**config.mk**
```make
export PLATFORM = sky130hd
export DESIGN_NAME = tx_setting_decode
export DESIGN_NICKNAME = d
export VERILOG_FILES = /design/src/rtl/tx_dsp_pkg.sv /design/src/rtl/tx_setting_decode.sv
export VERILOG_INCLUDE_DIRS = /design/src /design/src/rtl
export SDC_FILE = /design/constraint.sdc
export NUM_CORES = 1
export LEC_CHECK = 0
export ABC_AREA = 1
export CORE_MARGIN = 10
export CORE_UTILIZATION = 50
export DETAILED_ROUTE_END_ITERATION = 10
export DONT_BUFFER_PORTS = 1
export PLACE_DENSITY = 0.68
export REMOVE_ABC_BUFFERS = 1
export SLEW_MARGIN = 5
export SYNTH_ARGS = -nofsm -noshare
export SYNTH_HDL_FRONTEND = slang
export SYNTH_SLANG_ARGS = --single-unit
```
**constraint.sdc**
```tcl
create_clock -name clk -period 1.2 [get_ports clk]
set_input_delay 0.24 -clock clk [delete_from_list [all_inputs] [get_ports clk]]
set_output_delay 0.24 -clock clk [all_outputs]
set_load 0.01 [all_outputs]
```
**src/rtl/tx_dsp_params.svh**
```systemverilog
// Register map and widths for the TX DSP core; log2 rate must stay within 0 to TX_MAX_LOG2_RATE
`ifndef TX_DSP_PARAMS_SVH
`define TX_DSP_PARAMS_SVH

// Settings bus addresses
`define TX_ADDR_FREQ        8'd0
`define TX_ADDR_SCALE       8'd1
`define TX_ADDR_RATE        8'd2

// Datapath widths
`define TX_BB_W             18
`define TX_CORDIC_W         24
`define TX_DAC_W            24

// CORDIC depth, one stage per table entry
`define TX_CORDIC_STAGES    16

// CIC order and largest interpolation, rate is 2**log2
`define TX_CIC_N            2
`define TX_MAX_LOG2_RATE    7

`endif
```
**src/rtl/tx_dsp_pkg.sv**
```systemverilog
// Shared TX DSP types; the arctangent table is in units of 2^-24 turn and sized to the stage count
`include "tx_dsp_params.svh"

package tx_dsp_pkg;

   // One framer word, i in the upper half
   typedef struct packed {
      logic signed [15:0] i;
      logic signed [15:0] q;
   } iq_sample_t;

   typedef struct packed {
      logic signed [`TX_BB_W-1:0] i;
      logic signed [`TX_BB_W-1:0] q;
   } iq_wide_t;

   typedef struct packed {
      logic signed [`TX_DAC_W-1:0] i;
      logic signed [`TX_DAC_W-1:0] q;
   } iq_dac_t;

   typedef struct packed {
      logic signed [15:0] scale_i;
      logic signed [15:0] scale_q;
   } scale_t;

   typedef struct packed {
      logic [28:0] pad;   // Ignored
      logic [2:0]  log2_rate;
   } rate_t;

   // Settings data, meaning depends on the address
   typedef union packed {
      logic [31:0] raw;
      scale_t      scale;
      rate_t       rate;
   } setting_word_u;

   typedef struct packed {
      logic [31:0] phase_inc;
      scale_t      scale;
      logic [2:0]  log2_rate;
   } tx_cfg_t;

   // atan(2^-k) with 2^24 as one full turn
   localparam logic [23:0] cordic_atan_table [`TX_CORDIC_STAGES] = '{
      24'd2097152, 24'd1238021, 24'd654136, 24'd332050,
      24'd166669,  24'd83416,   24'd41718,  24'd20860,
      24'd10430,   24'd5215,    24'd2608,   24'd1304,
      24'd652,     24'd326,     24'd163,    24'd81
   };

endpackage

```
**src/rtl/tx_setting_decode.sv**
```systemverilog
// Settings register file; writes land in cfg_o one cycle after the strobe, unknown addresses dropped
`timescale 1ns/100ps
`include "tx_dsp_params.svh"

module tx_setting_decode
   import tx_dsp_pkg::*;
(
   input  logic          clk,
   input  logic          rst,
   input  logic          set_stb_i,
   input  logic [7:0]    set_addr_i,
   input  setting_word_u set_data_i,
   output tx_cfg_t       cfg_o,
   output logic          rate_change_o
);

   logic hit_freq;
   logic hit_scale;
   logic hit_rate;

   assign hit_freq  = set_stb_i && (set_addr_i == `TX_ADDR_FREQ);
   assign hit_scale = set_stb_i && (set_addr_i == `TX_ADDR_SCALE);
   assign hit_rate  = set_stb_i && (set_addr_i == `TX_ADDR_RATE);

   // NCO frequency word
   always_ff @(posedge clk) begin
      if (rst)
         cfg_o.phase_inc <= '0;
      else if (hit_freq)
         cfg_o.phase_inc <= set_data_i.raw;
   end

   // Per channel gain
   always_ff @(posedge clk) begin
      if (rst)
         cfg_o.scale <= '0;
      else if (hit_scale)
         cfg_o.scale <= set_data_i.scale;
   end

   // Interpolation rate, with a pulse so the CIC restarts cleanly
   always_ff @(posedge clk) begin
      if (rst) begin
         cfg_o.log2_rate <= '0;
         rate_change_o   <= 1'b0;
      end else begin
         rate_change_o <= hit_rate;
         if (hit_rate)
            cfg_o.log2_rate <= set_data_i.rate.log2_rate;
      end
   end

endmodule

```
# Word level (Yosys, flattened, before mapping)
# Cells that the tools add are included.
dict set report classes {
  eq_ne 2
  n_reduce_logical 4
}
# cell count
set op_table {}
lappend op_table {{8-bit by 1-bit equality test with 1-bit output (second input constant)} 1}
lappend op_table {{8-bit by 2-bit equality test with 1-bit output (second input constant)} 1}
lappend op_table {{8-bit logical NOT} 1}
lappend op_table {{1-bit logical AND} 3}
dict set report totals {
  word_cells 11
  inputBits 43
  output_inout_bits 68
  register_bits 68
}

# Depth between registers and ports, before layout
dict set report depth {
  word_depth 2
  ltp_mapped 7
  ltp_nobuf 6
}

# Worst setup path before layout
# OpenSTA, ideal clock, no wires.
dict set report synth_timing {
  path_type {input to register}
  start {in set_addr_i[3]}
  end {reg cfg_o[10] (netlist name)}
  path_buffers 1
  t_arrival_ps 1026
  slack_ps 61
  t_required_ps 1087
  stages 7
  setup_ps 113
  cell_sequence {nor2_1 > nand2_1 > nor2_2 > buf_4 > nand3_1 > nand2_1 > nor2_1}
}
dict set report synth_between {
  elab_chain_len 2
}
# element line_no
set synth_rtl {}
lappend synth_rtl {{from (decl)} tx_setting_decode.sv:11} ;# input logic [7:0] set_addr_i,
lappend synth_rtl {{8-bit by 1-bit equality test with 1-bit output (no line)} --}
lappend synth_rtl {{1-bit logical AND} tx_setting_decode.sv:22} ;# assign hit_scale = set_stb_i && (set_addr_i == `TX_ADDR_SCALE);
lappend synth_rtl {{to (decl)} tx_setting_decode.sv:13} ;# output tx_cfg_t cfg_o,
# No other way between the ends.
# A chain may end at the register's enable or synchronous reset.

# Worst setup path after layout
dict set report layout_timing {
  start {reg cfg_o[5] (netlist name)}
  end {out cfg_o[5] (netlist name)}
}
# No word-level cell between the ends.

==> flow_summary.json <==
{
  "syn_inst": 417,
  "mostFrequentLayoutCells": "137 x nor2_1, 72 x nand2_1, 68 x nand3_1, 68 x dfxtp_1, 36 x inv_1",
  "grt_pass1_vias": 2389,
  "antenna_cells": 0,
  "grt_max_degree": 68,
  "grt_overflow": 0,
  "cts_root_buffer": "clkbuf_8",
  "setup_ws_ps": 186,
  "cp.required_ps": 960,
  "vias_per_cell": 5.00,
  "clock_latency_ps": 340,
  "startpoint_type": "flip-flop",
  "hold_end": "rate_change_o",
  "tritoncts": "done",
  "fp.dieW_um": 95.7,
  "dieArea_mm2": 0.00916,
  "numCtsBuffers": 9,
  "antenna_found_initial": 0,
  "post_cts_resized": 0,
  "hold_path.startpoint": "set_addr_i[0]",
  "synth_cell_types": 15,
  "ys_seq_elements": 68,
  "finalSetupViolations": 0,
  "drv_cap": 0,
  "clkSinkCount": 68,
  "finalMaxSlewViolations": 0,
  "cts_buffer_depth": 2,
  "ys_warn_count": 0,
  "finalHoldViolations": 0,
  "dp_worst_setup_slack_ps": -53.5,
  "core_area_mm2": 0.00554,
  "r2r_start": "cfg_o[5]",
  "cts_max_level": 3,
  "io_pins": 111,
  "timing.reg2reg.setup_slack_ps": 530,
  "worstPathMaxFanout": 2,
  "p_switching_mw": 1.09,
  "areaGrowthSynthToFinish_pct": 11.6,
  "path_class": "reg2out",
  "p_sw_share_pct": 24.8,
  "yosysSeqAreaShare_pct": 47.5,
  "wirelength_um": 7570,
  "hold_path_class": "in2reg",
  "ant_nets": 0,
  "powerDensity_mw_per_mm2": 1370,
  "cp-end-kind": "primary output",
  "drt_iter0_markers": 92,
  "power.leakage_nw": 1.41,
  "fin_util_pct": 57.7,
  "arrival_ps": 770,
  "drt_drc_violations_left": 0,
  "reg2reg_depth": 2,
  "hold_path_depth": 3,
  "ctsHoldBuffers": 1,
  "grt_pass1_wl_um": 11900,
  "skew_ps": 0,
  "synth_area_mm2": 0.00286,
  "status": "finished clean",
  "rsz0062_at_grt": "no",
  "layout-drive-gt1-share_pct": 10.5,
  "power_frac_clock_pct": 43.2,
  "routedWlPerCell_um": 15.1,
  "tightest_slew_ps": 295,
  "post_synth.cell_area_avg_um2": 6.87,
  "dr.pass1.iters": 4,
  "vias": 2498,
  "post_cts_buffers": 0,
  "port_buffers": 0,
  "gp_congestion": 0.741,
  "fmax_mhz": 986,
  "p_seq_share_pct": 51.6,
  "finalCriticalPeriod_ps": 1010,
  "r2r_end": "cfg_o[5]",
  "num_rows": 27,
  "ir_worst_vdd_mv": 0.773,
  "internal_power_mw": 3.30,
  "period_share_pct": 84.5,
  "dp_hpwl_um": 5470,
  "clkSlewWorstSetupHoldPaths_ps": 80,
  "finalNetCount": 466,
  "start_util_pct": 51.7,
  "p_comb_share_pct": 5.2,
  "final_common_cell": "nor2_1",
  "die_y_um": 95.7,
  "grt.total_usage_pct": 16.7,
  "relSlewSlack_pct": 80.3
}
## layer usage
layer  vias to the layer above  share of wire [%]  track usage [%]
li1                       1276                  -                -
met1                      1115                 38             18.3
met2                        96                 48             27.0
met3                        11                 12             7.54
met4                         0                1.7             7.74
met5                         -                  0                0
## power by group through the flow
| stage | logic, mW | clock network, mW | registers, mW |
|---|---|---|---|
| floorplan | 0.158 | 0 | 2.32 |
| global placement | 0.223 | 0 | 2.32 |
| detailed placement | 0.228 | 0 | 2.32 |
| CTS | 0.231 | 1.93 | 2.27 |
| global route | 0.264 | 2.04 | 2.27 |
| finish | 0.230 | 1.90 | 2.27 |
## per-stage QoR
stage	TNS (ps)	area (µm²)	power, mW	hold slack, ps	std cells
2_1_floorplan	-22630	2700	2.48	319	392
3_3_place_gp	-13.8	2990	2.54	322	483
3_5_place_dp	-777	2990	2.55	321	483
4_1_cts	0	3200	4.43	84.7	500
5_1_grt	0	3200	4.57	96.8	500
6_report	0	3200	4.39	99.7	500
## cell usage after synthesis (all sizes together)
| cell | n | area share, % |
|---|---|---|
| buf | 24 | 5.5 |
| dfxtp | 68 | 48 |
| inv | 38 | 5.0 |
| nand3 | 69 | 12 |
| clkbuf | 1 | 0.13 |
| nor3 | 1 | 0.17 |
| nor2 | 144 | 20 |
| nand2 | 72 | 9.4 |
## final cells by class
type | count | area, µm²
repair buffers | 20 | 203
clock buffers | 9 | 124
inverters | 38 | 143
clock inverters | 7 | 77.6
multi-input cells | 286 | 1200
flip-flops and latches | 68 | 1360
well taps | 72 | 90.1
fillers | 560 | 2340
## sequential cells by signal, indices dropped and copies added (netlist names)
name	flops
cfg_o	67
rate_change_o	1
## how the worst max path moves through the flow
stage / startpoint / end / slack [ps] / depth (start not counted)
floorplan: set_stb_i / cfg_o[10] / -340 / 6
global placement: set_addr_i[3] / cfg_o[17] / -5 / 7
detailed placement: set_addr_i[3] / cfg_o[3] / -50 / 7
CTS: cfg_o[5] / cfg_o[5] / 170 / 0
global route: cfg_o[14] / cfg_o[14] / 150 / 0
finish: cfg_o[5] / cfg_o[5] / 190 / 0
## cells by family (layout without fill, tap and decap cells)
group,Yosys count,in the layout,synth area share (%)
AND/OR/NAND/NOR,286,286,41.9
flip-flops,68,68,47.5
buffers and inverters,63,74,10.6
Power figures use the tool's default switching activity.
