--- src/rtl/tx_dsp_params.svh ---
// Register map and widths for the TX DSP core; log2 rate must stay within 0 to TX_MAX_LOG2_RATE
`ifndef TX_DSP_PARAMS_SVH
`define TX_DSP_PARAMS_SVH

// Settings bus addresses
`define TX_ADDR_FREQ        8'd0
`define TX_ADDR_SCALE       8'd1
`define TX_ADDR_RATE        8'd2

// Datapath widths
`define TX_BB_W             18
`define TX_CORDIC_W         24
`define TX_DAC_W            24

// CORDIC depth, one stage per table entry
`define TX_CORDIC_STAGES    16

// CIC order and largest interpolation, rate is 2**log2
`define TX_CIC_N            2
`define TX_MAX_LOG2_RATE    7

`endif
--- src/rtl/tx_dsp_pkg.sv ---
// Shared TX DSP types; the arctangent table is in units of 2^-24 turn and sized to the stage count
`include "tx_dsp_params.svh"

package tx_dsp_pkg;

   // One framer word, i in the upper half
   typedef struct packed {
      logic signed [15:0] i;
      logic signed [15:0] q;
   } iq_sample_t;

   typedef struct packed {
      logic signed [`TX_BB_W-1:0] i;
      logic signed [`TX_BB_W-1:0] q;
   } iq_wide_t;

   typedef struct packed {
      logic signed [`TX_DAC_W-1:0] i;
      logic signed [`TX_DAC_W-1:0] q;
   } iq_dac_t;

   typedef struct packed {
      logic signed [15:0] scale_i;
      logic signed [15:0] scale_q;
   } scale_t;

   typedef struct packed {
      logic [28:0] pad;   // Ignored
      logic [2:0]  log2_rate;
   } rate_t;

   // Settings data, meaning depends on the address
   typedef union packed {
      logic [31:0] raw;
      scale_t      scale;
      rate_t       rate;
   } setting_word_u;

   typedef struct packed {
      logic [31:0] phase_inc;
      scale_t      scale;
      logic [2:0]  log2_rate;
   } tx_cfg_t;

   // atan(2^-k) with 2^24 as one full turn
   localparam logic [23:0] cordic_atan_table [`TX_CORDIC_STAGES] = '{
      24'd2097152, 24'd1238021, 24'd654136, 24'd332050,
      24'd166669,  24'd83416,   24'd41718,  24'd20860,
      24'd10430,   24'd5215,    24'd2608,   24'd1304,
      24'd652,     24'd326,     24'd163,    24'd81
   };

endpackage

--- src/rtl/tx_output_scale.sv ---
// Signed per-channel gain, 2 cycles; output is product bits 28 down to 5, no saturation
`timescale 1ns/100ps
`include "tx_dsp_params.svh"

module tx_output_scale
   import tx_dsp_pkg::*;
(
   input  logic     clk,
   input  logic     rst,
   input  iq_wide_t data_i,
   input  scale_t   scale_i,
   output iq_dac_t  tx_o
);

   localparam int PW  = 2 * `TX_BB_W;
   localparam int LSB = 5;

   logic signed [`TX_BB_W-1:0] a_i;
   logic signed [`TX_BB_W-1:0] a_q;
   logic signed [15:0]         b_i;
   logic signed [15:0]         b_q;
   logic signed [PW-1:0]       prod_i;
   logic signed [PW-1:0]       prod_q;

   // Operand registers, then product registers
   always_ff @(posedge clk) begin
      if (rst) begin
         a_i    <= '0;
         a_q    <= '0;
         b_i    <= '0;
         b_q    <= '0;
         prod_i <= '0;
         prod_q <= '0;
      end else begin
         a_i    <= data_i.i;
         a_q    <= data_i.q;
         b_i    <= scale_i.scale_i;
         b_q    <= scale_i.scale_q;
         prod_i <= a_i * b_i;
         prod_q <= a_q * b_q;
      end
   end

   assign tx_o = '{i: prod_i[LSB +: `TX_DAC_W], q: prod_q[LSB +: `TX_DAC_W]};

endmodule

--- config.mk ---
export PLATFORM = sky130hd
export DESIGN_NAME = tx_output_scale
export DESIGN_NICKNAME = d
export VERILOG_FILES = /design/src/rtl/tx_dsp_pkg.sv /design/src/rtl/tx_output_scale.sv
export VERILOG_INCLUDE_DIRS = /design/src /design/src/rtl
export SDC_FILE = /design/constraint.sdc
export NUM_CORES = 2
export LEC_CHECK = 0
export ABC_CLOCK_PERIOD_IN_PS = 8300
export BUFFER_PORTS_ARGS = -buffer_cell sky130_fd_sc_hd__clkbuf_2
export CORE_UTILIZATION = 55
export CTS_CLUSTER_DIAMETER = 120
export DETAILED_ROUTE_END_ITERATION = 8
export GPL_TIMING_DRIVEN = 0
export PLACE_DENSITY = 0.74
export SLEW_MARGIN = 20
export SYNTH_ARGS = -nofsm -noshare
export SYNTH_HDL_FRONTEND = slang
export SYNTH_SLANG_ARGS = --single-unit
--- constraint.sdc ---
create_clock -name clk -period 8.3 [get_ports clk]
set_input_delay 0 -clock clk [delete_from_list [all_inputs] [get_ports clk]]
set_output_delay 0 -clock clk [all_outputs]
set_load 0.02 [all_outputs]
---- Word-level counts from Yosys, hierarchy flattened ----
Cells that the tools add are included.
cells by class
  multiply operators ...................... 2
operator list
  kind                          count
  multiplier 18 x 16 -> 29 bit  2
word-level totals
  register bits after elaboration ......... 126

---- Longest topological paths before layout ----
  depth after elaboration ................. 1
  depth in mapped cells ................... 23

---- Worst setup path before layout ----
OpenSTA, ideal clock, no wires.
  kind .................................... flip-flop to flip-flop
  from .................................... register b_i[7]
  to ...................................... register prod_i[27]
  slack ................................... 2.428 ns
  stages on the path, launching flop included .. 22
  clock period less this slack ............ 5.872 ns
  data required time ...................... 8.179 ns
  data arrival time ....................... 5.751 ns
  buffers on the path ..................... 2
  cells stage by stage .................... dfxtp_1 > clkbuf_1 > clkbuf_1 > nand2_1 > fa_1 > inv_1 > fa_1 > inv_1 > fa_1 > inv_1 > fa_1 > fa_1 > inv_1 > fa_1 > inv_1 > ha_1 > and4_1 > and4_4 > o211ai_4 > nand3_1 > a311oi_1 > mux2_2
on the way
  longest elaborated chain between the ends .. 1
RTL lines
  element                       RTL line               text
  start: declaration            tx_output_scale.sv:20  logic signed [15:0] b_i;
  start signal: assignment      tx_output_scale.sv:37  b_i <= scale_i.scale_i;
  multiplier 18 x 16 -> 29 bit  tx_output_scale.sv:39  prod_i <= a_i * b_i;
  end signal: assignment        tx_output_scale.sv:39
  end: declaration              tx_output_scale.sv:22  logic signed [PW-1:0] prod_i;
No other way between the ends.
A chain may end at the register's enable or synchronous reset.

---- Worst setup path in the final report ----
  from .................................... register b_q[7]
  to ...................................... register prod_q[28]
on the way
  longest elaborated chain between the ends .. 1
RTL lines
  element                       RTL line               text
  start: declaration            tx_output_scale.sv:21  logic signed [15:0] b_q;
  start signal: assignment      tx_output_scale.sv:38  b_q <= scale_i.scale_q;
  multiplier 18 x 16 -> 29 bit  tx_output_scale.sv:40  prod_q <= a_q * b_q;
  end signal: assignment        tx_output_scale.sv:40
  end: declaration              tx_output_scale.sv:23  logic signed [PW-1:0] prod_q;
No other way between the ends.

==> metrics <==
status finished clean; Top Ports ~120; full die area ~40000 um^2; main combinational cell family by area after synthesis adder cells; CP required 8.61 ns; fin. max-slew vios 0; # port buffers about 120; Crit path largest cell delay roughly 0.64 ns; TritonCTS clock tree done; Final setup viols 0; maximum clock rate between 100 and 150 MHz; Die Width ~200 um; most frequent cells in the layout 597 x inv_1, 492 x fa_1, 284 x nand2_1; Pre-antenna DRT Iters 5; number of global-route vias before repair 17993; worst path arrival time ~7.6 ns; vias around 16000; DRC viols 0; Power Total between 3 and 4 mW; HPWL after DPL ~46 mm; WP buf/inv 7; Layout area overhead 11.5%; Slew @ Worst Pin 1.11 ns; Top Metal Used met5; Setup Buffers After CTS 0; Synth cell types 46; CP Class reg -> reg; simple logic cell fraction of the synthesized area between 10% and 20%; Final Critical Period ~7.2 ns; YS warnings 0; most common cell after layout, fill and taps aside inv_1; Synth Instances between 2000 and 2500; PwrDens 160 nW/um^2; clk slew on worst S/H paths ~0.060 ns; post-route ant nets 0; Clock Tree Buf Depth 2; Finished Cell Area about 24000 um^2; CP delay by family, top adder cells; register area share after synthesis 10.7%; GP Congestion ~0.96; Top FF cell, synth dfxtp_1; vias per cell about 5.2; GRT Total Usage 31.0%; EDFF count, synth 0; ys async rst share 0%; cts repair resizes 0; Placed Instance Area 22900 um^2; clk_lat worst skew 0.46 ns; DRT met1 WL roughly 23 mm; Nets roughly 3300; Post-Syn Nets between 3000 and 4000; maximum vdd drop 146 uV; CP cell instances clkbuf_1 > clkbuf_1 > nand2_1 > fa_1 > inv_1 > fa_1 > inv_1 > fa_1 > inv_1 > fa_1 > fa_1 > inv_1 > fa_1 > inv_1 > ha_1 > or4_1 > nor4_1 > a211o_1 > a211oi_2 > o32a_1 > xnor2_1 > nor2_1; largest net degree at the start of global routing 17; core area between 30000 and 40000 um^2; CP endpoint kind flop; CP most frequent cell fa_1; Routed WL around 57 mm; synthesized flop and latch total ~120; XOR/XNOR Fraction of Synth Area 3.15%; met2 WL between 20 and 30 mm; Root Buffer clkbuf_16; adder-cell share of the synthesized area approximately 54%; Max Cap Violations 0; fin util 62.4%; fraction of layout cells with a size suffix above 1 about 6.1%; DR WL/cell roughly 19 um; Mapped Area roughly 22000 um^2; P_leak approximately 12 nW; initial antenna violation count 1; starting density of the core roughly 56%; Hold WC Path Type in -> reg; fraction of the mapped netlist area in compound gates roughly 2.5%; GRT overflow 0; Rel. slew slack 25.9%; Sink Count approximately 120; Placed Instances roughly 3000; H-tree depth 4; RSZ-0062 raised after global routing false; syn avg cell area slightly above 9 um^2; Hold Violations, Final 0; hold_buf cts 71; DR iter-0 viols about 1000; startpoint types flop; Antenna Cells 0; Die Y about 200 um; Final Skew around 0.0092 ns; Max Fanout on Critical Path 10; num rows 72; first-pass GRT wire length 94.6 mm; Num CTS Buffers 17; Non-Filler Instances 3083; setup TNS 0 ns; multiplexer area fraction after synthesis 0.208%; met3 WL approximately 5.4 mm; Tcrit/Tclk final between 80% and 90%; Crit-path slowest cell clkbuf_1
-- metrics by stage --
step	setup slack, ns	hold WS, ns
2_1_floorplan	2.43	0.128
3_3_place_gp	1.25	0.208
3_5_place_dp	1.19	0.214
4_1_cts	1.18	0.00626
5_1_grt	0.782	0.0413
6_report	1.05	0.0407
-- worst reg2reg max path: cells and delay by family, from the launching register on --
family                     cells  cell delay, ns
adders and majority gates      7            2.96
buffers and inverters          7            1.59
and+or+nand+nor                4            1.26
AOI/OAI and AO/OA              3            0.83
DFF                            1            0.30
xor gates and xnor gates       1            0.17
-- cell families after synthesis --
family                     after synthesis
xor gates and xnor gates                78
buffers and inverters                  688
adders and majority gates              646
and+or+nand+nor                        739
muxes                                    4
AOI/OAI and AO/OA                       77
DFF                                    116
-- path summary, 6_finish.rpt --
kind | from | endpoint | slack (ns) | depth (start not counted)
min reg2reg | a_q[0]$_SDFF_PP0_ | prod_q[5]$_SDFF_PP0_ | 0.83 | 5
max | b_q[7]$_SDFF_PP0_ | prod_q[28]$_SDFF_PP0_ | 1.05 | 22
max reg2reg | b_q[7]$_SDFF_PP0_ | prod_q[28]$_SDFF_PP0_ | 1.05 | 22
min | rst | a_i[16]$_SDFF_PP0_ | 0.04 | 2
-- layout make-up --
type	count	area, um^2
multi-input cells	1544	16800
inverters	599	2250
repair buffers	187	1290
clock buffers	21	470
plain buffers	89	334
flip-flops and latches	116	2320
fillers	3248	14600
clock inverters	9	81.3
well taps	518	648
-- metal layers --
layer  track usage, %  vias to the layer above
met5                0                        -
met4             13.3                        2
met3             6.48                      122
met2             50.5                      719
met1             40.2                     8136
li1                 -                     7127
-- state kept, by name (all words and copies together) (netlist names) --
register / count
b_q: 16
b_i: 16
a_i: 18
a_q: 18
prod_q: 24
prod_i: 24
-- where the power goes --
| part | total, mW | leakage, nW | internal (mW) | switching [mW] |
|---|---|---|---|---|
| Sequential | 0.738 | 0.966 | 0.666 | 0.0725 |
| Combinational | 2.41 | 10.8 | 1.01 | 1.41 |
| Clock | 0.707 | 0.267 | 0.428 | 0.279 |
| Total | 3.86 | 12.1 | 2.10 | 1.76 |
-- cell usage after synthesis (15+ instances only) --
master,number,area [um^2]
inv_1,597,2240
fa_1,492,9850
nand2_1,284,1070
and2_1,248,1550
ha_1,154,1930
dfxtp_1,116,2320
clkbuf_1,89,334
nor2b_1,79,494
nor2_1,71,267
xnor2_1,55,482
a21oi_1,27,135
xor2_1,23,201
nand2b_1,15,93.8
(Power assumes the default switching activity.)
