## src/rtl/tx_dsp_params.svh

```systemverilog
// Register map and widths for the TX DSP core; log2 rate must stay within 0 to TX_MAX_LOG2_RATE
`ifndef TX_DSP_PARAMS_SVH
`define TX_DSP_PARAMS_SVH

// Settings bus addresses
`define TX_ADDR_FREQ        8'd0
`define TX_ADDR_SCALE       8'd1
`define TX_ADDR_RATE        8'd2

// Datapath widths
`define TX_BB_W             18
`define TX_CORDIC_W         24
`define TX_DAC_W            24

// CORDIC depth, one stage per table entry
`define TX_CORDIC_STAGES    16

// CIC order and largest interpolation, rate is 2**log2
`define TX_CIC_N            2
`define TX_MAX_LOG2_RATE    7

`endif
```

## src/rtl/tx_dsp_pkg.sv

```systemverilog
// Shared TX DSP types; the arctangent table is in units of 2^-24 turn and sized to the stage count
`include "tx_dsp_params.svh"

package tx_dsp_pkg;

   // One framer word, i in the upper half
   typedef struct packed {
      logic signed [15:0] i;
      logic signed [15:0] q;
   } iq_sample_t;

   typedef struct packed {
      logic signed [`TX_BB_W-1:0] i;
      logic signed [`TX_BB_W-1:0] q;
   } iq_wide_t;

   typedef struct packed {
      logic signed [`TX_DAC_W-1:0] i;
      logic signed [`TX_DAC_W-1:0] q;
   } iq_dac_t;

   typedef struct packed {
      logic signed [15:0] scale_i;
      logic signed [15:0] scale_q;
   } scale_t;

   typedef struct packed {
      logic [28:0] pad;   // Ignored
      logic [2:0]  log2_rate;
   } rate_t;

   // Settings data, meaning depends on the address
   typedef union packed {
      logic [31:0] raw;
      scale_t      scale;
      rate_t       rate;
   } setting_word_u;

   typedef struct packed {
      logic [31:0] phase_inc;
      scale_t      scale;
      logic [2:0]  log2_rate;
   } tx_cfg_t;

   // atan(2^-k) with 2^24 as one full turn
   localparam logic [23:0] cordic_atan_table [`TX_CORDIC_STAGES] = '{
      24'd2097152, 24'd1238021, 24'd654136, 24'd332050,
      24'd166669,  24'd83416,   24'd41718,  24'd20860,
      24'd10430,   24'd5215,    24'd2608,   24'd1304,
      24'd652,     24'd326,     24'd163,    24'd81
   };

endpackage

```

## src/rtl/tx_cic_interp.sv

```systemverilog
// CIC interpolator for rates 2**log2_rate_i; the framer must hold a new sample after every strobe
`timescale 1ns/100ps
`include "tx_dsp_params.svh"

module tx_cic_interp
   import tx_dsp_pkg::*;
(
   input  logic       clk,
   input  logic       rst,
   input  logic       run_i,
   input  logic       rate_change_i,
   input  logic [2:0] log2_rate_i,
   input  iq_sample_t sample_i,
   output logic       sample_stb_o,
   output iq_wide_t   cic_o
);

   // Room for the full CIC growth, wrap-around is harmless
   localparam int ACC_W = `TX_BB_W + `TX_CIC_N * `TX_MAX_LOG2_RATE;
   localparam int LR    = `TX_MAX_LOG2_RATE;

   logic                       enable;
   logic [LR-1:0]              rate_cnt;
   logic [LR-1:0]              rate_last;
   logic signed [`TX_BB_W-1:0] bb_in  [2];
   logic signed [`TX_BB_W-1:0] bb_out [2];

   assign enable    = run_i & ~rate_change_i;
   assign rate_last = {LR{1'b1}} >> (LR - log2_rate_i);   // 2**log2 - 1

   // Rate strober
   always_ff @(posedge clk) begin
      if (rst || !enable)
         rate_cnt <= '0;
      else if (rate_cnt == rate_last)
         rate_cnt <= '0;
      else
         rate_cnt <= rate_cnt + 1'b1;
   end

   assign sample_stb_o = enable && (rate_cnt == '0);

   // Two guard bits below the 16-bit sample
   assign bb_in[0] = {sample_i.i, 2'b00};
   assign bb_in[1] = {sample_i.q, 2'b00};

   for (genvar ch = 0; ch < 2; ch++) begin : g_chan
      logic signed [ACC_W-1:0] comb   [`TX_CIC_N+1];
      logic signed [ACC_W-1:0] comb_d [`TX_CIC_N];
      logic signed [ACC_W-1:0] integ  [`TX_CIC_N];
      logic signed [ACC_W-1:0] norm;

      assign comb[0] = ACC_W'(bb_in[ch]);   // Sign extend

      // Comb differences, evaluated at the sample rate
      for (genvar k = 0; k < `TX_CIC_N; k++) begin : g_comb
         assign comb[k+1] = comb[k] - comb_d[k];
      end

      always_ff @(posedge clk) begin
         if (rst || !enable) begin
            comb_d <= '{default: '0};
            integ  <= '{default: '0};
         end else begin
            if (sample_stb_o) begin
               for (int k = 0; k < `TX_CIC_N; k++)
                  comb_d[k] <= comb[k];
            end
            // Zero stuffing between strobes
            integ[0] <= integ[0] + (sample_stb_o ? comb[`TX_CIC_N] : '0);
            for (int k = 1; k < `TX_CIC_N; k++)
               integ[k] <= integ[k] + integ[k-1];
         end
      end

      // DC gain is rate**(N-1), removed exactly
      assign norm        = integ[`TX_CIC_N-1] >>> (log2_rate_i * (`TX_CIC_N - 1));
      assign bb_out[ch]  = norm[`TX_BB_W-1:0];
   end

   assign cic_o = '{i: bb_out[0], q: bb_out[1]};

endmodule

```

## config.mk

```make
export PLATFORM = sky130hd
export DESIGN_NAME = tx_cic_interp
export DESIGN_NICKNAME = d
export VERILOG_FILES = /design/src/rtl/tx_dsp_pkg.sv /design/src/rtl/tx_cic_interp.sv
export VERILOG_INCLUDE_DIRS = /design/src /design/src/rtl
export SDC_FILE = /design/constraint.sdc
export NUM_CORES = 1
export LEC_CHECK = 0
export BUFFER_PORTS_ARGS = -buffer_cell sky130_fd_sc_hd__buf_2
export CORE_MARGIN = 2
export CORE_UTILIZATION = 36
export CTS_BUF_LIST = sky130_fd_sc_hd__clkbuf_16
export CTS_CLUSTER_DIAMETER = 200
export DETAILED_ROUTE_END_ITERATION = 16
export PLACE_DENSITY_LB_ADDON = 0.25
export SLEW_MARGIN = 40
export SYNTH_ARGS = -nofsm -noshare
export SYNTH_HDL_FRONTEND = slang
export SYNTH_SLANG_ARGS = --single-unit
```

## constraint.sdc

```tcl
create_clock -name clk -period 6 [get_ports clk]
set_input_delay 0.6 -clock clk [delete_from_list [all_inputs] [get_ports clk]]
set_output_delay 0.6 -clock clk [all_outputs]
set_load 0.03 [all_outputs]
```

# Word-level counts from Yosys, hierarchy flattened
# Cells that the tools add are included.
[totals] inputBits=39 wordCells=32 memories=0 out_inout_bits=37 ff_bits=205 mem_bits_ro=0 mem_bits_rw=0 latchBits=0
[classes] mul=0 order_cmp=0 muxes=2 shift=3 bitwise=2 n_reduce_logical=5 addsub=10 div=0 eq_ne=1
[ops] cell="adder 32 bit" n=4
[ops] cell="two-way mux 32 bit" n=2
[ops] cell=">>> shifter 32 x 3 -> 18 bit" n=2
[ops] cell="subtractor 19 x 19 -> 20 bit" n=2
[ops] cell="subtractor 18 x 18 -> 19 bit" n=2
[ops] cell=">> shifter 7 x 32 -> 7 bit, first input constant" n=1
[ops] cell="adder 7 x 1 -> 7 bit, second input constant" n=1
[ops] cell="equality test 7 bit" n=1
[ops] cell="logical NOT 7 bit" n=1
[ops] cell="subtractor 3 x 3 -> 4 bit, first input constant" n=1
[ops] cell="OR reduction 2 bit" n=1
[ops] cell="AND 1 bit" n=1
[ops] cell="logical AND 1 bit" n=1
[ops] cell="logical NOT 1 bit" n=1
[ops] cell="logical OR 1 bit" n=1
[ops] cell="NOT 1 bit" n=1

# Longest topological paths before layout
[depth] ltp_word=5 mapped_depth=29 ltp_nobuf=29

# Worst setup path after synthesis
# No wires, ideal clock.
[synth_path] path_kind="in2reg" startpoint="input sample_i[0] in the netlist's numbering" endpoint="register g_chan[1].integ[53] in the netlist's numbering" path_buffers=0 t_arrival_ns=5.687 setup_ns=0.114 stages=29 slack_ns=0.198 cell_sequence="inv_1 -> ha_1 -> fa_1 -> nor2b_1 -> o21ai_0 -> a21oi_1 -> o21ai_0 -> nand2b_1 -> xor2_1 -> ha_1 -> and3_1 -> a221oi_1 -> a21boi_0 -> or2_2 -> a21o_1 -> a21oi_1 -> xor2_1 -> nor2_1 -> ha_1 -> a21oi_1 -> o21ai_0 -> nand2_1 -> nand2_1 -> a41o_1 -> o41a_1 -> a31oi_4 -> mux2i_1 -> xor2_1 -> nor2_1"
[synth_rtl] element="start: declaration" line_no="tx_cic_interp.sv:13" rtl="input iq_sample_t sample_i,"
[synth_rtl] element="end signal: indexed assignment" line_no="tx_cic_interp.sv:72" rtl="integ[k] <= integ[k] + integ[k-1];"
[synth_rtl] element="end: declaration" line_no="tx_cic_interp.sv:50" rtl="logic signed [ACC_W-1:0] integ [`TX_CIC_N];"

==> flow_summary.rst <==
.. list-table::
   :header-rows: 1

   * - Metric
     - Value
   * - Run status
     - complete, no violations
   * - Die area
     - 0.0378 sq mm
   * - Slowest library cell on the worst path
     - sky130_fd_sc_hd__o41a_1
   * - Power per standard cell area
     - 194 mW/mm^2
   * - Total number of H-tree levels
     - 4
   * - Final weighted congestion of routability-driven global placement
     - 0.842
   * - Final count of negative-setup-slack endpoints
     - 0
   * - Die Y-Extent
     - a little under 200 um
   * - Clock Path Buffers
     - 2
   * - Total number of yosys warnings
     - 0
   * - FFs w/ async S/R, synth
     - 0
   * - Iteration-0 DRC Markers
     - 585
   * - Final critical path time including I/O delays and setup
     - 5.59 ns
   * - Classification of the worst-slack hold path
     - primary input to register
   * - Number of cells on the worst reg-to-reg path
     - 28
   * - Register bit count reported by yosys
     - 165
   * - Insertion delay to the later sink of the worst-skew pair
     - 0.44 ns
   * - Portion of the post-synthesis area used by sequential elements
     - 0.253
   * - Arrival time worst endpoint
     - 5.92 ns
   * - Post-layout instance area
     - 0.0146 sq mm
   * - Standard cell area after detailed placement
     - 0.0140 sq mm
   * - Number of hold-repair buffers added at the cts stage
     - 0
   * - Required time of the critical path
     - 6.32 ns
   * - Leftover overflow at the end of global routing
     - 0
   * - Share of the core filled with cells in the final layout
     - 0.410
   * - GRT Total Usage
     - 0.159
   * - Classification of the worst setup path
     - register to register
   * - Count of final max-slew check failures
     - 0
   * - I/O pin count
     - between 70 and 80
   * - Post-synthesis net count
     - 1896
   * - Antenna violations before repair
     - 0
   * - Final Hold Violating Endpoints
     - 0
   * - Clock net sink count
     - about 170
   * - Length of routed met3 wiring
     - approximately 1200 um
   * - Final layout net count
     - 1960
   * - DRC violations left
     - 0
   * - Routed WL per cell
     - 13.2 um
   * - Pin count of the biggest net entering global routing
     - 79
   * - Cell at the root of the clock tree
     - sky130_fd_sc_hd__clkbuf_16
   * - Worst vdd ir
     - 0.000200 V
   * - Drt via density
     - 5.02
   * - Library cells used by synthesis
     - 67
   * - Mean instance size in the synthesized netlist
     - 7.70 sq um
   * - Synth Instances
     - 1698
   * - ANT nets after route
     - 0
   * - Global-route wire length before repair
     - slightly above 50000 um
   * - Largest driver fanout on the critical path
     - 4
   * - Power after layout
     - 2.84 mW
   * - Most used flip-flop cell after synthesis
     - sky130_fd_sc_hd__dfxtp_1
   * - Worst-case register-to-register setup slack
     - between 0.4 and 0.5 ns
   * - MaxCap Viol Count
     - 0
   * - Reported leakage power
     - approximately 6.4 nW
   * - Number of antenna repair diodes
     - 0
   * - Post-route setup TNS
     - 0 ns
   * - Capture instance of the worst register-to-register path
     - g_chan[1].integ[53]$_SDFF_PP0_
   * - F_max
     - 179 MHz
   * - CTS tree
     - done
   * - Area of the core region
     - 0.0357 sq mm
   * - Final routed wirelength across all metal layers
     - 29500 um
   * - Hold-critical path endpoint
     - g_chan[1].comb_d[34]$_SDFFE_PP0P_
   * - Number of detailed-route iterations in the first pass
     - 5
   * - Std-Cell Rows
     - 69
   * - Clock transition at the registers of the reported paths
     - 0.07 ns
   * - Mapped cell area
     - 0.0131 sq mm
   * - Number of global-route vias before repair
     - approximately 10000
   * - Stage delay of the slowest cell on the critical path
     - 0.43 ns
   * - Port Buffer Count
     - between 70 and 80
   * - Startpoint of the lowest-slack hold path
     - sample_i[0]
   * - X dimension of the die
     - between 150 and 200 um
   * - Number of buffers added by the clock tree synthesis step
     - 17
   * - Top layer used by detailed routing
     - met4
   * - Wire length on met1
     - 16300 um
   * - Least-Margin Pin Slew
     - 0.804 ns
   * - Half-perimeter wire length of the detailed placement result
     - 22700 um
   * - Critical Path Sink Type
     - register
   * - Final Skew
     - 0.00819 ns
   * - Worst hold slack after final layout
     - 0.403 ns
   * - Detailed-route via count
     - 11235
   * - Sort of element at the start of the critical path
     - register
   * - Starting Density
     - 0.366
   * - Number of enable-type register cells in the synthesized netlist
     - 0
   * - Fraction of the cycle the final worst path needs
     - 0.932
   * - Synthesis-to-finish area growth
     - 11.9%
   * - Met2 WL
     - 11700 um
   * - Reg-to-reg critical path startpoint
     - g_chan[1].comb_d[34]$_SDFFE_PP0P_
   * - Hold Path Cell Cnt
     - 3
   * - Layout cells sized above 1
     - 0.106
   * - Worst rel slew slack
     - 0.464
[state kept, by name, indices dropped and copies added (netlist names)]
signal	flops
g_chan.integ	92
g_chan.comb_d	66
rate_cnt	7
[synthesized netlist by cell type, types with 6 or more instances]
| master | instances | area share |
|---|---|---|
| sky130_fd_sc_hd__o22ai_1 | 6 | 0.0029 |
| sky130_fd_sc_hd__ha_1 | 151 | 0.14 |
| sky130_fd_sc_hd__nor3_1 | 33 | 0.013 |
| sky130_fd_sc_hd__clkbuf_1 | 44 | 0.013 |
| sky130_fd_sc_hd__nand2b_1 | 31 | 0.015 |
| sky130_fd_sc_hd__a21oi_1 | 139 | 0.053 |
| sky130_fd_sc_hd__dfxtp_1 | 165 | 0.25 |
| sky130_fd_sc_hd__mux2_2 | 23 | 0.020 |
| sky130_fd_sc_hd__a31oi_1 | 10 | 0.0048 |
| sky130_fd_sc_hd__xor2_1 | 58 | 0.039 |
| sky130_fd_sc_hd__buf_1 | 13 | 0.0037 |
| sky130_fd_sc_hd__mux2i_1 | 36 | 0.028 |
| sky130_fd_sc_hd__nor2b_1 | 27 | 0.013 |
| sky130_fd_sc_hd__o21bai_1 | 14 | 0.0080 |
| sky130_fd_sc_hd__a21o_1 | 48 | 0.028 |
| sky130_fd_sc_hd__and2_1 | 13 | 0.0062 |
| sky130_fd_sc_hd__o211ai_1 | 17 | 0.0098 |
| sky130_fd_sc_hd__o21ai_0 | 91 | 0.035 |
| sky130_fd_sc_hd__a211oi_1 | 24 | 0.014 |
| sky130_fd_sc_hd__o21a_1 | 15 | 0.0086 |
| sky130_fd_sc_hd__xnor2_1 | 70 | 0.047 |
| sky130_fd_sc_hd__fa_1 | 8 | 0.012 |
| sky130_fd_sc_hd__nand2_1 | 202 | 0.058 |
| sky130_fd_sc_hd__or3_1 | 13 | 0.0062 |
| sky130_fd_sc_hd__and3_1 | 13 | 0.0062 |
| sky130_fd_sc_hd__inv_1 | 105 | 0.030 |
| sky130_fd_sc_hd__or2_2 | 8 | 0.0038 |
| sky130_fd_sc_hd__o31ai_1 | 8 | 0.0046 |
| sky130_fd_sc_hd__nor2_1 | 215 | 0.062 |
| sky130_fd_sc_hd__nand3_1 | 23 | 0.0088 |
[worst max-delay path by stage]
stage | start | to | slack, ns | cells past startpoint
2_1_floorplan | sample_i[0] | g_chan[1].integ[53]$_SDFF_PP0_ | 0.20 | 29
3_3_place_gp | sample_i[0] | g_chan[1].integ[53]$_SDFF_PP0_ | -0.17 | 30
3_5_place_dp | sample_i[0] | g_chan[1].integ[53]$_SDFF_PP0_ | -0.27 | 30
4_1_cts | g_chan[1].comb_d[35]$_SDFFE_PP0P_ | g_chan[1].integ[53]$_SDFF_PP0_ | 0.13 | 28
5_1_grt | g_chan[1].comb_d[34]$_SDFFE_PP0P_ | g_chan[1].integ[53]$_SDFF_PP0_ | -0.02 | 28
6_report | g_chan[1].comb_d[34]$_SDFFE_PP0P_ | g_chan[1].integ[53]$_SDFF_PP0_ | 0.41 | 28
[routing by layer]
| metal | GRT usage | vias to the layer above |
|---|---|---|
| met5 | 0 | - |
| met4 | 0.0350 | 0 |
| met3 | 0.0297 | 18 |
| met2 | 0.235 | 171 |
| met1 | 0.236 | 5013 |
| li1 | - | 6033 |
[cell families after synthesis]
logic type,share of synthesized area
adder cells (fa/ha/maj),0.157
flip-flops,0.253
buffers and inverters,0.0483
AO/OA/AOI/OAI,0.203
multiplexers,0.0474
XOR/XNOR,0.0858
AND/OR/NAND/NOR,0.206
[report_power, final]
part / leakage [nW] / internal (mW) / switching (mW)
logic: 4.79 / 0.287 / 0.404
registers: 1.33 / 1.11 / 0.0104
clock network: 0.256 / 0.564 / 0.462
[critical path: cells and delay by family (launching register included)]
family / cells / cell delay [ns]
and+or+nand+nor: 8 / 0.95
xor gates and xnor gates: 3 / 0.57
muxes: 1 / 0.25
DFF: 1 / 0.32
AOI/OAI and AO/OA: 12 / 2.20
adders and majority gates: 4 / 1.20
[placed cells by master (no fill, tap or decap), types with 5 or more instances in the layout]
cell type / Yosys / final
sky130_fd_sc_hd__or3_1: 13 / 13
sky130_fd_sc_hd__buf_4: 1 / 28
sky130_fd_sc_hd__xnor2_1: 70 / 70
sky130_fd_sc_hd__clkinvlp_4: 0 / 5
sky130_fd_sc_hd__o21a_1: 15 / 15
sky130_fd_sc_hd__o31a_1: 5 / 5
sky130_fd_sc_hd__inv_1: 105 / 105
sky130_fd_sc_hd__clkbuf_16: 0 / 17
sky130_fd_sc_hd__o22ai_1: 6 / 6
sky130_fd_sc_hd__mux2_2: 23 / 23
sky130_fd_sc_hd__nand2_1: 202 / 201
sky130_fd_sc_hd__nand3_1: 23 / 23
sky130_fd_sc_hd__nand2b_1: 31 / 31
sky130_fd_sc_hd__o211ai_1: 17 / 17
sky130_fd_sc_hd__buf_2: 0 / 74
sky130_fd_sc_hd__nor2_1: 215 / 214
sky130_fd_sc_hd__a311oi_1: 5 / 5
sky130_fd_sc_hd__or2_2: 8 / 7
sky130_fd_sc_hd__nor2b_1: 27 / 27
sky130_fd_sc_hd__xor2_1: 58 / 57
sky130_fd_sc_hd__mux2i_1: 36 / 35
sky130_fd_sc_hd__o21ai_0: 91 / 88
sky130_fd_sc_hd__and3_1: 13 / 13
sky130_fd_sc_hd__a21o_1: 48 / 48
sky130_fd_sc_hd__o31ai_1: 8 / 8
sky130_fd_sc_hd__fa_1: 8 / 8
sky130_fd_sc_hd__a211oi_1: 24 / 23
sky130_fd_sc_hd__a31oi_1: 10 / 10
sky130_fd_sc_hd__ha_1: 151 / 150
sky130_fd_sc_hd__a31o_2: 5 / 5
sky130_fd_sc_hd__dfxtp_1: 165 / 165
sky130_fd_sc_hd__a21oi_1: 139 / 136
sky130_fd_sc_hd__nor3_1: 33 / 33
sky130_fd_sc_hd__o21bai_1: 14 / 14
sky130_fd_sc_hd__and2_1: 13 / 13
[through the flow]
step / cells / setup slack, ns
final: 2236 / 0.406
after global routing: 2236 / -0.0184
after CTS: 2234 / 0.133
after detailed placement: 2202 / -0.273
after global placement: 2201 / -0.169
after floorplan: 1698 / 0.198
[final cells by class]
type | instances | area [sq um]
fillers | 3645 | 21000
multi-input cells | 1368 | 9200
flip-flops and latches | 165 | 3300
repair buffers | 104 | 612
well taps | 461 | 577
clock buffers | 17 | 425
inverters | 106 | 398
clock inverters | 15 | 118
[what timing repair did]
| action | CTS | global route |
|---|---|---|
| resized for setup | 0 | 14 |
| setup endpoints to repair | 0 | 9 |
| buffers inserted | 0 | 2 |
Power figures use the tool's default switching activity.
